`src/verilog/blimp_pkg.sv`:
```
// TinyRV1 subset only (add, addi, mul, jal); jal immediate is not a union view
package blimp_pkg;

  // ------------------------------------------------------------
  // Opcode and function fields
  // ------------------------------------------------------------

  localparam logic [6:0] opc_add  = 7'b0110011;   // R-type arith
  localparam logic [6:0] opc_addi = 7'b0010011;   // I-type arith
  localparam logic [6:0] opc_mul  = 7'b0110011;   // Shares R-type opcode with add
  localparam logic [6:0] opc_jal  = 7'b1101111;

  localparam logic [6:0] funct7_mul = 7'b0000001; // M-extension marker

  // ALU operations
  typedef enum logic {
    alu_add  = 1'b0,   // op_a + op_b
    alu_link = 1'b1    // pc + 4
  } alu_op_e;

  typedef logic [31:0] word_t;

  // ------------------------------------------------------------
  // Instruction word, decoded as R or I format
  // ------------------------------------------------------------

  typedef union packed {
    struct packed {
      logic [6:0] funct7;
      logic [4:0] rs2;
      logic [4:0] rs1;
      logic [2:0] funct3;
      logic [4:0] rd;
      logic [6:0] opcode;
    } r;
    struct packed {
      logic [11:0] imm;     // Sign-extended at decode
      logic [4:0]  rs1;
      logic [2:0]  funct3;
      logic [4:0]  rd;
      logic [6:0]  opcode;
    } i;
  } rv_inst_u;

endpackage

```
`src/verilog/alu_unit.sv`:
```
// Fixed one-cycle latency, no back-pressure; link result is pc + 4
`timescale 1ns/1ns

module alu_unit #(
  parameter int p_seq_num_bits = 3
) (
  input  logic                      clk,
  input  logic                      rst_n,
  input  logic                      alu_val,
  input  blimp_pkg::alu_op_e        alu_op,
  input  logic [p_seq_num_bits-1:0] x_seq,
  input  logic [4:0]                x_rd,
  input  logic                      x_wen,
  input  blimp_pkg::word_t          x_op_a,
  input  blimp_pkg::word_t          x_op_b,
  input  blimp_pkg::word_t          x_pc,
  output logic                      alu_w_val,
  output logic [p_seq_num_bits-1:0] alu_w_seq,
  output logic [4:0]                alu_w_rd,
  output logic                      alu_w_wen,
  output blimp_pkg::word_t          alu_w_data
);
  import blimp_pkg::*;

  always_ff @(posedge clk or negedge rst_n) begin
    if (!rst_n)
      alu_w_val <= 1'b0;
    else
      alu_w_val <= alu_val;
  end

  // Result and tag register
  always_ff @(posedge clk) begin
    if (alu_val) begin
      alu_w_data <= (alu_op == alu_link) ? x_pc + 32'd4 : x_op_a + x_op_b;
      alu_w_seq  <= x_seq;
      alu_w_rd   <= x_rd;
      alu_w_wen  <= x_wen;
    end
  end

endmodule

```
`src/verilog/blimp_core.sv`:
```
// Instruction memory must answer inst_addr in the same cycle; no data memory
`timescale 1ns/1ns

module blimp_core #(
  parameter int p_seq_num_bits = 3,
  parameter int p_mul_stages   = 4
) (
  input  logic             clk,
  input  logic             rst_n,
  output blimp_pkg::word_t inst_addr,
  input  blimp_pkg::word_t inst_data,
  output logic             trace_val,
  output blimp_pkg::word_t trace_pc,
  output logic [4:0]       trace_waddr,
  output blimp_pkg::word_t trace_wdata,
  output logic             trace_wen
);
  import blimp_pkg::*;

  // ------------------------------------------------------------
  // Stage wires
  // ------------------------------------------------------------

  logic                      f_val, d_stall, redirect_val;
  word_t                     f_pc, f_inst, redirect_pc;
  logic [p_seq_num_bits-1:0] x_seq, rob_alloc_seq, commit_seq;
  logic [4:0]                x_rd, commit_rd;
  logic                      x_wen, rob_full, issue_val;
  word_t                     x_op_a, x_op_b, x_pc;
  logic                      alu_val, mul_val;
  alu_op_e                   alu_op;

  logic                      alu_w_val, alu_w_wen, mul_w_val, mul_w_wen;
  logic [p_seq_num_bits-1:0] alu_w_seq, mul_w_seq;
  logic [4:0]                alu_w_rd, mul_w_rd;
  word_t                     alu_w_data, mul_w_data;

  logic                      commit_val, commit_wen;
  word_t                     commit_data, commit_pc;

  assign issue_val = alu_val | mul_val;   // ROB allocates on either strobe

  // Trace is the commit stream
  assign trace_val   = commit_val;
  assign trace_pc    = commit_pc;
  assign trace_waddr = commit_rd;
  assign trace_wdata = commit_data;
  assign trace_wen   = commit_wen;

  // ------------------------------------------------------------
  // Units
  // ------------------------------------------------------------

  fetch_unit u_fetch (.*);

  decode_issue_unit #(
    .p_seq_num_bits (p_seq_num_bits)
  ) u_decode (.*);

  alu_unit #(
    .p_seq_num_bits (p_seq_num_bits)
  ) u_alu (.*);

  mul_unit #(
    .p_seq_num_bits (p_seq_num_bits),
    .p_mul_stages   (p_mul_stages)
  ) u_mul (.*);

  writeback_commit_unit #(
    .p_seq_num_bits (p_seq_num_bits)
  ) u_wcu (.*);

endmodule

```
`src/verilog/decode_issue_unit.sv`:
```
// No renaming or bypass: a source waits until its older write commits
`timescale 1ns/1ns

module decode_issue_unit #(
  parameter int p_seq_num_bits = 3
) (
  input  logic                      clk,
  input  logic                      rst_n,
  input  logic                      f_val,
  input  blimp_pkg::word_t          f_pc,
  input  blimp_pkg::word_t          f_inst,
  output logic                      d_stall,
  output logic                      redirect_val,
  output blimp_pkg::word_t          redirect_pc,
  input  logic [p_seq_num_bits-1:0] rob_alloc_seq,
  input  logic                      rob_full,
  output logic [p_seq_num_bits-1:0] x_seq,
  output logic [4:0]                x_rd,
  output logic                      x_wen,
  output blimp_pkg::word_t          x_op_a,
  output blimp_pkg::word_t          x_op_b,
  output blimp_pkg::word_t          x_pc,
  output logic                      alu_val,
  output blimp_pkg::alu_op_e        alu_op,
  output logic                      mul_val,
  input  logic                      commit_val,
  input  logic [4:0]                commit_rd,
  input  logic                      commit_wen,
  input  blimp_pkg::word_t          commit_data,
  input  logic [p_seq_num_bits-1:0] commit_seq
);
  import blimp_pkg::*;

  rv_inst_u inst;
  logic     is_add, is_addi, is_mul, is_jal;
  logic     uses_rs1, uses_rs2;
  logic     hazard, issue;
  word_t    rs1_data, rs2_data;
  word_t    imm_i, imm_j;

  word_t                     regs     [32];   // Architectural register file
  logic [31:0]               pend;            // Scoreboard, one bit per reg
  logic [p_seq_num_bits-1:0] pend_seq [32];   // Youngest writer

  assign inst = f_inst;

  // ------------------------------------------------------------
  // Decode
  // ------------------------------------------------------------

  assign is_mul  = (inst.r.opcode == opc_mul) && (inst.r.funct7 == funct7_mul);
  assign is_add  = (inst.r.opcode == opc_add) && (inst.r.funct7 != funct7_mul);
  assign is_addi = (inst.i.opcode == opc_addi);
  assign is_jal  = (inst.r.opcode == opc_jal);

  assign uses_rs1 = is_add | is_addi | is_mul;
  assign uses_rs2 = is_add | is_mul;

  assign imm_i = {{20{inst.i.imm[11]}}, inst.i.imm};
  // jal offset is scattered across the word
  assign imm_j = {{12{f_inst[31]}}, f_inst[19:12], f_inst[20], f_inst[30:21], 1'b0};

  assign rs1_data = (inst.r.rs1 == 5'd0) ? '0 : regs[inst.r.rs1];  // x0 reads zero
  assign rs2_data = (inst.r.rs2 == 5'd0) ? '0 : regs[inst.r.rs2];

  // Stall on pending source or no ROB slot
  assign hazard  = (uses_rs1 && pend[inst.r.rs1]) || (uses_rs2 && pend[inst.r.rs2]) ||
                   rob_full;
  assign d_stall = f_val && hazard;
  assign issue   = f_val && !hazard;

  // ------------------------------------------------------------
  // Issue bus
  // ------------------------------------------------------------

  assign x_seq  = rob_alloc_seq;
  assign x_rd   = inst.r.rd;
  assign x_wen  = (is_add | is_addi | is_mul | is_jal) && (inst.r.rd != 5'd0);
  assign x_op_a = rs1_data;
  assign x_op_b = is_addi ? imm_i : rs2_data;
  assign x_pc   = f_pc;

  assign alu_val = issue && !is_mul;          // Unknown opcodes go here too
  assign alu_op  = is_jal ? alu_link : alu_add;
  assign mul_val = issue && is_mul;

  // jal resolved here, same cycle as issue
  assign redirect_val = issue && is_jal;
  assign redirect_pc  = f_pc + imm_j;

  // ------------------------------------------------------------
  // Scoreboard and register file
  // ------------------------------------------------------------

  always_ff @(posedge clk or negedge rst_n) begin
    if (!rst_n) begin
      pend <= '0;
    end else begin
      // Clear only if the committer is still the youngest writer
      if (commit_val && commit_wen && pend_seq[commit_rd] == commit_seq)
        pend[commit_rd] <= 1'b0;
      if (issue && x_wen)
        pend[x_rd] <= 1'b1;                   // New writer wins
    end
  end

  always_ff @(posedge clk) begin
    if (issue && x_wen)
      pend_seq[x_rd] <= rob_alloc_seq;
    if (commit_val && commit_wen && commit_rd != 5'd0)
      regs[commit_rd] <= commit_data;         // In-order write at commit
  end

endmodule

```
`src/verilog/fetch_unit.sv`:
```
// One word per cycle from a combinational memory; redirect wins over stall
`timescale 1ns/1ns

module fetch_unit (
  input  logic             clk,
  input  logic             rst_n,
  output blimp_pkg::word_t inst_addr,
  input  blimp_pkg::word_t inst_data,
  input  logic             d_stall,       // Level from decode
  input  logic             redirect_val,  // Pulse from decode on jal
  input  blimp_pkg::word_t redirect_pc,
  output logic             f_val,
  output blimp_pkg::word_t f_pc,
  output blimp_pkg::word_t f_inst
);
  import blimp_pkg::*;

  word_t pc;   // Address presented to memory this cycle

  assign inst_addr = pc;

  // ------------------------------------------------------------
  // PC and valid bit
  // ------------------------------------------------------------

  always_ff @(posedge clk or negedge rst_n) begin
    if (!rst_n) begin
      pc    <= '0;
      f_val <= 1'b0;
    end else if (redirect_val) begin
      pc    <= redirect_pc;
      f_val <= 1'b0;          // Word behind the jal is dropped
    end else if (!d_stall) begin
      pc    <= pc + 32'd4;
      f_val <= 1'b1;
    end
    // Stall: hold everything
  end

  // Fetch register payload
  always_ff @(posedge clk) begin
    if (!redirect_val && !d_stall) begin
      f_pc   <= pc;
      f_inst <= inst_data;    // Memory answers in the same cycle
    end
  end

endmodule

```
`src/verilog/mul_unit.sv`:
```
// Low 32 product bits only; one op per cycle, exactly p_mul_stages latency
`timescale 1ns/1ns

module mul_unit #(
  parameter int p_seq_num_bits = 3,
  parameter int p_mul_stages   = 4
) (
  input  logic                      clk,
  input  logic                      rst_n,
  input  logic                      mul_val,
  input  logic [p_seq_num_bits-1:0] x_seq,
  input  logic [4:0]                x_rd,
  input  logic                      x_wen,
  input  blimp_pkg::word_t          x_op_a,
  input  blimp_pkg::word_t          x_op_b,
  output logic                      mul_w_val,
  output logic [p_seq_num_bits-1:0] mul_w_seq,
  output logic [4:0]                mul_w_rd,
  output logic                      mul_w_wen,
  output blimp_pkg::word_t          mul_w_data
);
  import blimp_pkg::*;

  // ------------------------------------------------------------
  // Pipeline stages, index 0 is the first
  // ------------------------------------------------------------

  logic [p_mul_stages-1:0]   st_val;
  logic [p_seq_num_bits-1:0] st_seq  [p_mul_stages];
  logic [4:0]                st_rd   [p_mul_stages];
  logic                      st_wen  [p_mul_stages];
  word_t                     st_data [p_mul_stages];

  always_ff @(posedge clk or negedge rst_n) begin
    if (!rst_n)
      st_val <= '0;
    else
      st_val <= {st_val[p_mul_stages-2:0], mul_val};   // Shift valids
  end

  always_ff @(posedge clk) begin
    st_data[0] <= x_op_a * x_op_b;    // Truncated to 32 bits
    st_seq[0]  <= x_seq;
    st_rd[0]   <= x_rd;
    st_wen[0]  <= x_wen;
    for (int i = 1; i < p_mul_stages; i++) begin
      st_data[i] <= st_data[i-1];     // Product and tag move together
      st_seq[i]  <= st_seq[i-1];
      st_rd[i]   <= st_rd[i-1];
      st_wen[i]  <= st_wen[i-1];
    end
  end

  // Last stage is the writeback port
  assign mul_w_val  = st_val[p_mul_stages-1];
  assign mul_w_seq  = st_seq[p_mul_stages-1];
  assign mul_w_rd   = st_rd[p_mul_stages-1];
  assign mul_w_wen  = st_wen[p_mul_stages-1];
  assign mul_w_data = st_data[p_mul_stages-1];

endmodule

```
`src/verilog/writeback_commit_unit.sv`:
```
// ROB of 2**p_seq_num_bits entries; writeback ports must carry distinct seqs
`timescale 1ns/1ns

module writeback_commit_unit #(
  parameter int p_seq_num_bits = 3
) (
  input  logic                      clk,
  input  logic                      rst_n,
  input  logic                      alu_w_val,
  input  logic [p_seq_num_bits-1:0] alu_w_seq,
  input  logic [4:0]                alu_w_rd,
  input  logic                      alu_w_wen,
  input  blimp_pkg::word_t          alu_w_data,
  input  logic                      mul_w_val,
  input  logic [p_seq_num_bits-1:0] mul_w_seq,
  input  logic [4:0]                mul_w_rd,
  input  logic                      mul_w_wen,
  input  blimp_pkg::word_t          mul_w_data,
  input  blimp_pkg::word_t          x_pc,
  input  logic                      issue_val,
  output logic [p_seq_num_bits-1:0] rob_alloc_seq,
  output logic                      rob_full,
  output logic                      commit_val,
  output logic [p_seq_num_bits-1:0] commit_seq,
  output logic [4:0]                commit_rd,
  output logic                      commit_wen,
  output blimp_pkg::word_t          commit_data,
  output blimp_pkg::word_t          commit_pc
);
  import blimp_pkg::*;

  localparam int p_depth = 2 ** p_seq_num_bits;

  logic [p_seq_num_bits-1:0] head;        // Oldest in flight
  logic [p_seq_num_bits-1:0] tail;        // Next to allocate
  logic [p_seq_num_bits:0]   count;       // One extra bit for full
  logic [p_depth-1:0]        rob_done;

  word_t      rob_pc   [p_depth];
  logic [4:0] rob_rd   [p_depth];
  logic       rob_wen  [p_depth];
  word_t      rob_data [p_depth];

  assign rob_alloc_seq = tail;
  assign rob_full      = (count == (p_seq_num_bits+1)'(p_depth));

  // ------------------------------------------------------------
  // Commit from head, one per cycle
  // ------------------------------------------------------------

  assign commit_val  = rob_done[head];    // Done bit set at least a cycle ago
  assign commit_seq  = head;
  assign commit_rd   = rob_rd[head];
  assign commit_wen  = rob_wen[head];
  assign commit_data = rob_data[head];
  assign commit_pc   = rob_pc[head];

  always_ff @(posedge clk or negedge rst_n) begin
    if (!rst_n) begin
      head     <= '0;
      tail     <= '0;
      count    <= '0;
      rob_done <= '0;
    end else begin
      if (issue_val) begin
        rob_done[tail] <= 1'b0;           // Fresh entry
        tail           <= tail + 1'b1;
      end
      if (alu_w_val) rob_done[alu_w_seq] <= 1'b1;
      if (mul_w_val) rob_done[mul_w_seq] <= 1'b1;
      if (commit_val) begin
        rob_done[head] <= 1'b0;
        head           <= head + 1'b1;    // Wraps with the buffer
      end
      case ({issue_val, commit_val})
        2'b10:   count <= count + 1'b1;
        2'b01:   count <= count - 1'b1;
        default: count <= count;          // Both or neither
      endcase
    end
  end

  // Entry payload
  always_ff @(posedge clk) begin
    if (issue_val)
      rob_pc[tail] <= x_pc;
    if (alu_w_val) begin
      rob_rd[alu_w_seq]   <= alu_w_rd;
      rob_wen[alu_w_seq]  <= alu_w_wen;
      rob_data[alu_w_seq] <= alu_w_data;
    end
    if (mul_w_val) begin
      rob_rd[mul_w_seq]   <= mul_w_rd;
      rob_wen[mul_w_seq]  <= mul_w_wen;
      rob_data[mul_w_seq] <= mul_w_data;
    end
  end

endmodule
```
`config.mk`:
```
export PLATFORM = sky130hd
export DESIGN_NAME = blimp_core
export DESIGN_NICKNAME = d
export VERILOG_FILES = /design/src/verilog/blimp_pkg.sv /design/src/verilog/alu_unit.sv /design/src/verilog/blimp_core.sv /design/src/verilog/decode_issue_unit.sv /design/src/verilog/fetch_unit.sv /design/src/verilog/mul_unit.sv /design/src/verilog/writeback_commit_unit.sv
export SDC_FILE = /design/constraint.sdc
export NUM_CORES = 2
export LEC_CHECK = 0
export BUFFER_PORTS_ARGS = -buffer_cell sky130_fd_sc_hd__buf_2
export CAP_MARGIN = 20
export CORE_ASPECT_RATIO = 1.1
export CORE_UTILIZATION = 50
export DETAILED_ROUTE_END_ITERATION = 7
export GPL_ROUTABILITY_DRIVEN = 0
export PLACE_DENSITY = 0.7
export SYNTH_ARGS = -nofsm -noshare
export SYNTH_HDL_FRONTEND = slang
export SYNTH_SLANG_ARGS = --single-unit
```
`constraint.sdc`:
```
create_clock -name clk -period 9.5 [get_ports clk]
set_input_delay 1.425 -clock clk [delete_from_list [all_inputs] [get_ports clk]]
set_output_delay 1.425 -clock clk [all_outputs]
set_load 0.005 [all_outputs]
```
==> results.json <==
{
  "grt_start_max_net_pins": 78,
  "nets": 7969,
  "coreArea_sq_mm": 0.212,
  "netlist_area_sq_mm": 0.107,
  "muxShareOfSynthArea_pct": 20.1,
  "ant_nets": 0,
  "grt_pass1_wl_um": 462000,
  "yosysWarningCount": 0,
  "slew_viol_final": 0,
  "cap_viol_max_count": 0,
  "viasPerCell": 6.44,
  "hold_path_class": "flip-flop to flip-flop",
  "initial_utilization_pct": 50.5,
  "fp.dieH_um": 488,
  "port_buffers": 136,
  "cts_made_buffers": 202,
  "clkTransAtPathRegs_ns": 0.06,
  "antenna_found_initial": 12,
  "setup_viol": 0,
  "syn_to_final_growth_pct": 12.2,
  "ys_seq_elements": 2047,
  "grt.total_usage_pct": 29.6,
  "fp.dieW_um": 444,
  "dieArea_sq_mm": 0.216,
  "synth_simple_gate_area_share_pct": 5.16,
  "slew_headroom_pct": 27.1,
  "clk_path_buf_depth": 3,
  "seqCellArea_sq_mm": 0.0593,
  "ys_types": 92,
  "synthCells": 6936,
  "drc": 0,
  "crit_path_max_incr_delay_ns": 0.53,
  "async_flop_share_pct": 4.30,
  "crit_type": "flip-flop to flip-flop",
  "status": "completed",
  "cts_hold_buf": 0,
  "rows": 177,
  "crit_top_cell": "inv_1",
  "critPathMaxFanout": 14,
  "first_pass_iters": 6,
  "wirelength_um": 321000,
  "critPathLaunchType": "flip-flop",
  "cts-root-buf": "clkbuf_16",
  "first_global_vias": 67800,
  "drtIter0Drc": 8359,
  "ctsHtreeMaxLevel": 4,
  "vias": 66300,
  "grt_overflow": 0,
  "synth_top_family_by_area": "multiplexers",
  "critPathArrivalTime_ns": 9.87,
  "yosysSeqAreaShare_pct": 55.3,
  "fillers": 16200,
  "utilization_pct": 56.7,
  "synth_compound_area_share_pct": 4.26,
  "synth_xor_area_share_pct": 1.43,
  "io-pin-count": 137,
  "multi_input_area_sq_mm": 0.0445,
  "synth_ff_type": "edfxtp_1",
  "worst_slew_pin_slew_ns": 1.09,
  "clock-sinks": 2047,
  "synth_adder_area_share_pct": 9.90,
  "max_clock_freq_mhz": 109,
  "critPathBufInv": 10,
  "cts_tree": "built",
  "avgSynthCellArea_sq_um": 15.5,
  "insertion_delay_ns": 0.91,
  "hpwl_um": 208000,
  "crit_family": "adder cells",
  "drive_above_1_share_pct": 26.4,
  "synth_edf_count": 1785,
  "endpoint_kind": "flip-flop",
  "crit_path_top_delay_cell": "mux4_2",
  "fin_crit_sh_pct": 96.3,
  "cp.required_ns": 10.22,
  "hold_viol": 0,
  "fin_worst_skew_ns": 0.0825,
  "wl_per_cell_um": 31.2,
  "fin_crit_ns": 9.15
}
## per-stage QoR
step | cell area, sq um | setup TNS (ns) | hold slack (ns) | worst slack [ns] | instances
3_5_place_dp | 113000 | 0 | 0.312 | 0.254 | 9889
4_1_cts | 120000 | 0 | 0.296 | 0.164 | 10300
2_1_floorplan | 107000 | 0 | 0.310 | 0.364 | 6970
5_1_grt | 120000 | -0.0233 | 0.296 | -0.0233 | 10300
3_3_place_gp | 113000 | -0.293 | 0.310 | -0.293 | 9887
6_report | 120000 | 0 | 0.294 | 0.351 | 10300
## per-layer routing
layer / track usage, % / part of all wire (%)
met5: 0 / 0.0062
met4: 15.7 / 6.0
met3: 6.48 / 11
met2: 46.6 / 46
met1: 38.4 / 37
## cell usage after synthesis (16+ instances only)
master | n | area, sq um
edfxtp_1 | 1785 | 53600
mux4_2 | 629 | 14200
inv_1 | 526 | 1970
nand2_1 | 423 | 1590
fa_1 | 411 | 8230
nor2_1 | 390 | 1460
mux2_2 | 389 | 4380
mux2i_1 | 256 | 2560
ha_1 | 191 | 2390
clkbuf_1 | 178 | 668
dfxtp_1 | 174 | 3480
o21ai_0 | 168 | 841
a21oi_1 | 161 | 806
xnor2_1 | 128 | 1120
dfrtp_1 | 88 | 2200
nor2b_1 | 78 | 488
a22oi_1 | 67 | 503
nand3_1 | 64 | 320
buf_2 | 61 | 305
nor3_1 | 52 | 260
and2_1 | 50 | 313
buf_6 | 45 | 507
a211oi_1 | 42 | 315
buf_4 | 39 | 293
xor2_1 | 39 | 342
buf_1 | 38 | 143
and3_1 | 37 | 231
nand2b_1 | 36 | 225
a21o_1 | 35 | 263
a221oi_1 | 35 | 307
o22ai_1 | 25 | 156
nand4_1 | 21 | 131
mux4_1 | 18 | 473
or3_1 | 17 | 106
o21a_1 | 16 | 120
## sequential cells by signal, indices dropped and copies added, names as in the netlist, 8 cells and up, named ones only
signal,cells
u_alu.alu_w_data,32
u_decode.regs,1024
u_fetch.f_pc,32
u_fetch.f_inst,32
u_mul.st_seq,12
u_wcu.rob_rd,40
u_decode.pend_seq,96
u_decode.pend,32
u_wcu.rob_done,8
u_mul.st_data,128
u_wcu.rob_wen,8
u_mul.st_rd,20
u_wcu.rob_pc,256
u_wcu.rob_data,256
u_fetch.inst_addr,32
## cells by family (layout without fill, tap and decap cells)
kind of cell,Yosys count,in the layout
flip-flops,2047,2047
adder cells (fa/ha/maj),602,602
other,1,42
AND/OR/NAND/NOR,1224,1224
multiplexers,1294,1294
buffers and inverters,913,1456
XOR/XNOR,171,171
AO/OA/AOI/OAI,684,684
## cell type report
type                            count  share of cell area, %
Sequential cell                  2047                   49.3
Tap cell                         2774                   2.88
Clock inverter                    133                   1.14
Multi-Input combinational cell   4010                   37.0
Timing Repair Buffer              528                   3.47
Clock buffer                      251                   4.51
Inverter                          544                   1.70
Antenna cell                        7                 0.0146
## cells in the final DEF, fill, tap and decap left out, drive strengths merged, types with 36 or more instances in the layout
| master | Yosys | routed |
|---|---|---|
| nand2b | 36 | 36 |
| a22oi | 70 | 70 |
| and3 | 37 | 37 |
| a221oi | 36 | 36 |
| clkinv | 8 | 106 |
| nand3 | 65 | 65 |
| a211oi | 42 | 42 |
| and2 | 51 | 51 |
| o21ai | 173 | 173 |
| ha | 191 | 191 |
| nor3 | 52 | 52 |
| nor2 | 393 | 393 |
| dfxtp | 174 | 174 |
| xor2 | 39 | 39 |
| fa | 411 | 411 |
| a21oi | 165 | 165 |
| nor2b | 78 | 78 |
| mux2i | 258 | 258 |
| mux4 | 647 | 647 |
| clkbuf | 178 | 252 |
| edfxtp | 1785 | 1785 |
| inv | 536 | 545 |
| nand2 | 428 | 428 |
| buf | 191 | 526 |
| mux2 | 389 | 389 |
| dfrtp | 88 | 88 |
| xnor2 | 131 | 131 |
## worst register-to-register path: cells and delay by family, from the launching register on
kind / cells / cell delay, ns
compound gates: 11 / 2.88
simple gates: 3 / 0.28
fa+ha+maj: 9 / 3.74
mux: 1 / 0.53
flops: 1 / 0.47
buf+inv: 10 / 0.98
xor+xnor: 1 / 0.12
## path summary, 6_finish.rpt
kind	from	endpoint	slack, ns	cells past startpoint
min in group asynchronous	rst_n	u_decode.pend[26]$_DFF_PN0_	0.43	1
hold / removal	u_mul.st_rd[2][1]$_DFF_P_	u_mul.st_rd[3][1]$_DFF_P_	0.29	0
setup / recovery	flip-flop	u_mul.st_data[0][31]$_DFF_P_	0.35	35
setup reg to reg	flip-flop	u_mul.st_data[0][31]$_DFF_P_	0.35	35
hold reg to reg	u_mul.st_rd[2][1]$_DFF_P_	u_mul.st_rd[3][1]$_DFF_P_	0.29	0
max in group asynchronous	rst_n	u_wcu.commit_seq[1]$_DFFE_PN0P_	7.74	2
## timing repair
action / CTS / global route
setup endpoints to repair: 0 / 5
resized for setup: 0 / 25
buffers inserted: 0 / 13
Power is left out: the tool's default activity adds up to more than one toggle a clock period on the data nets, which glitch-free logic cannot reach.
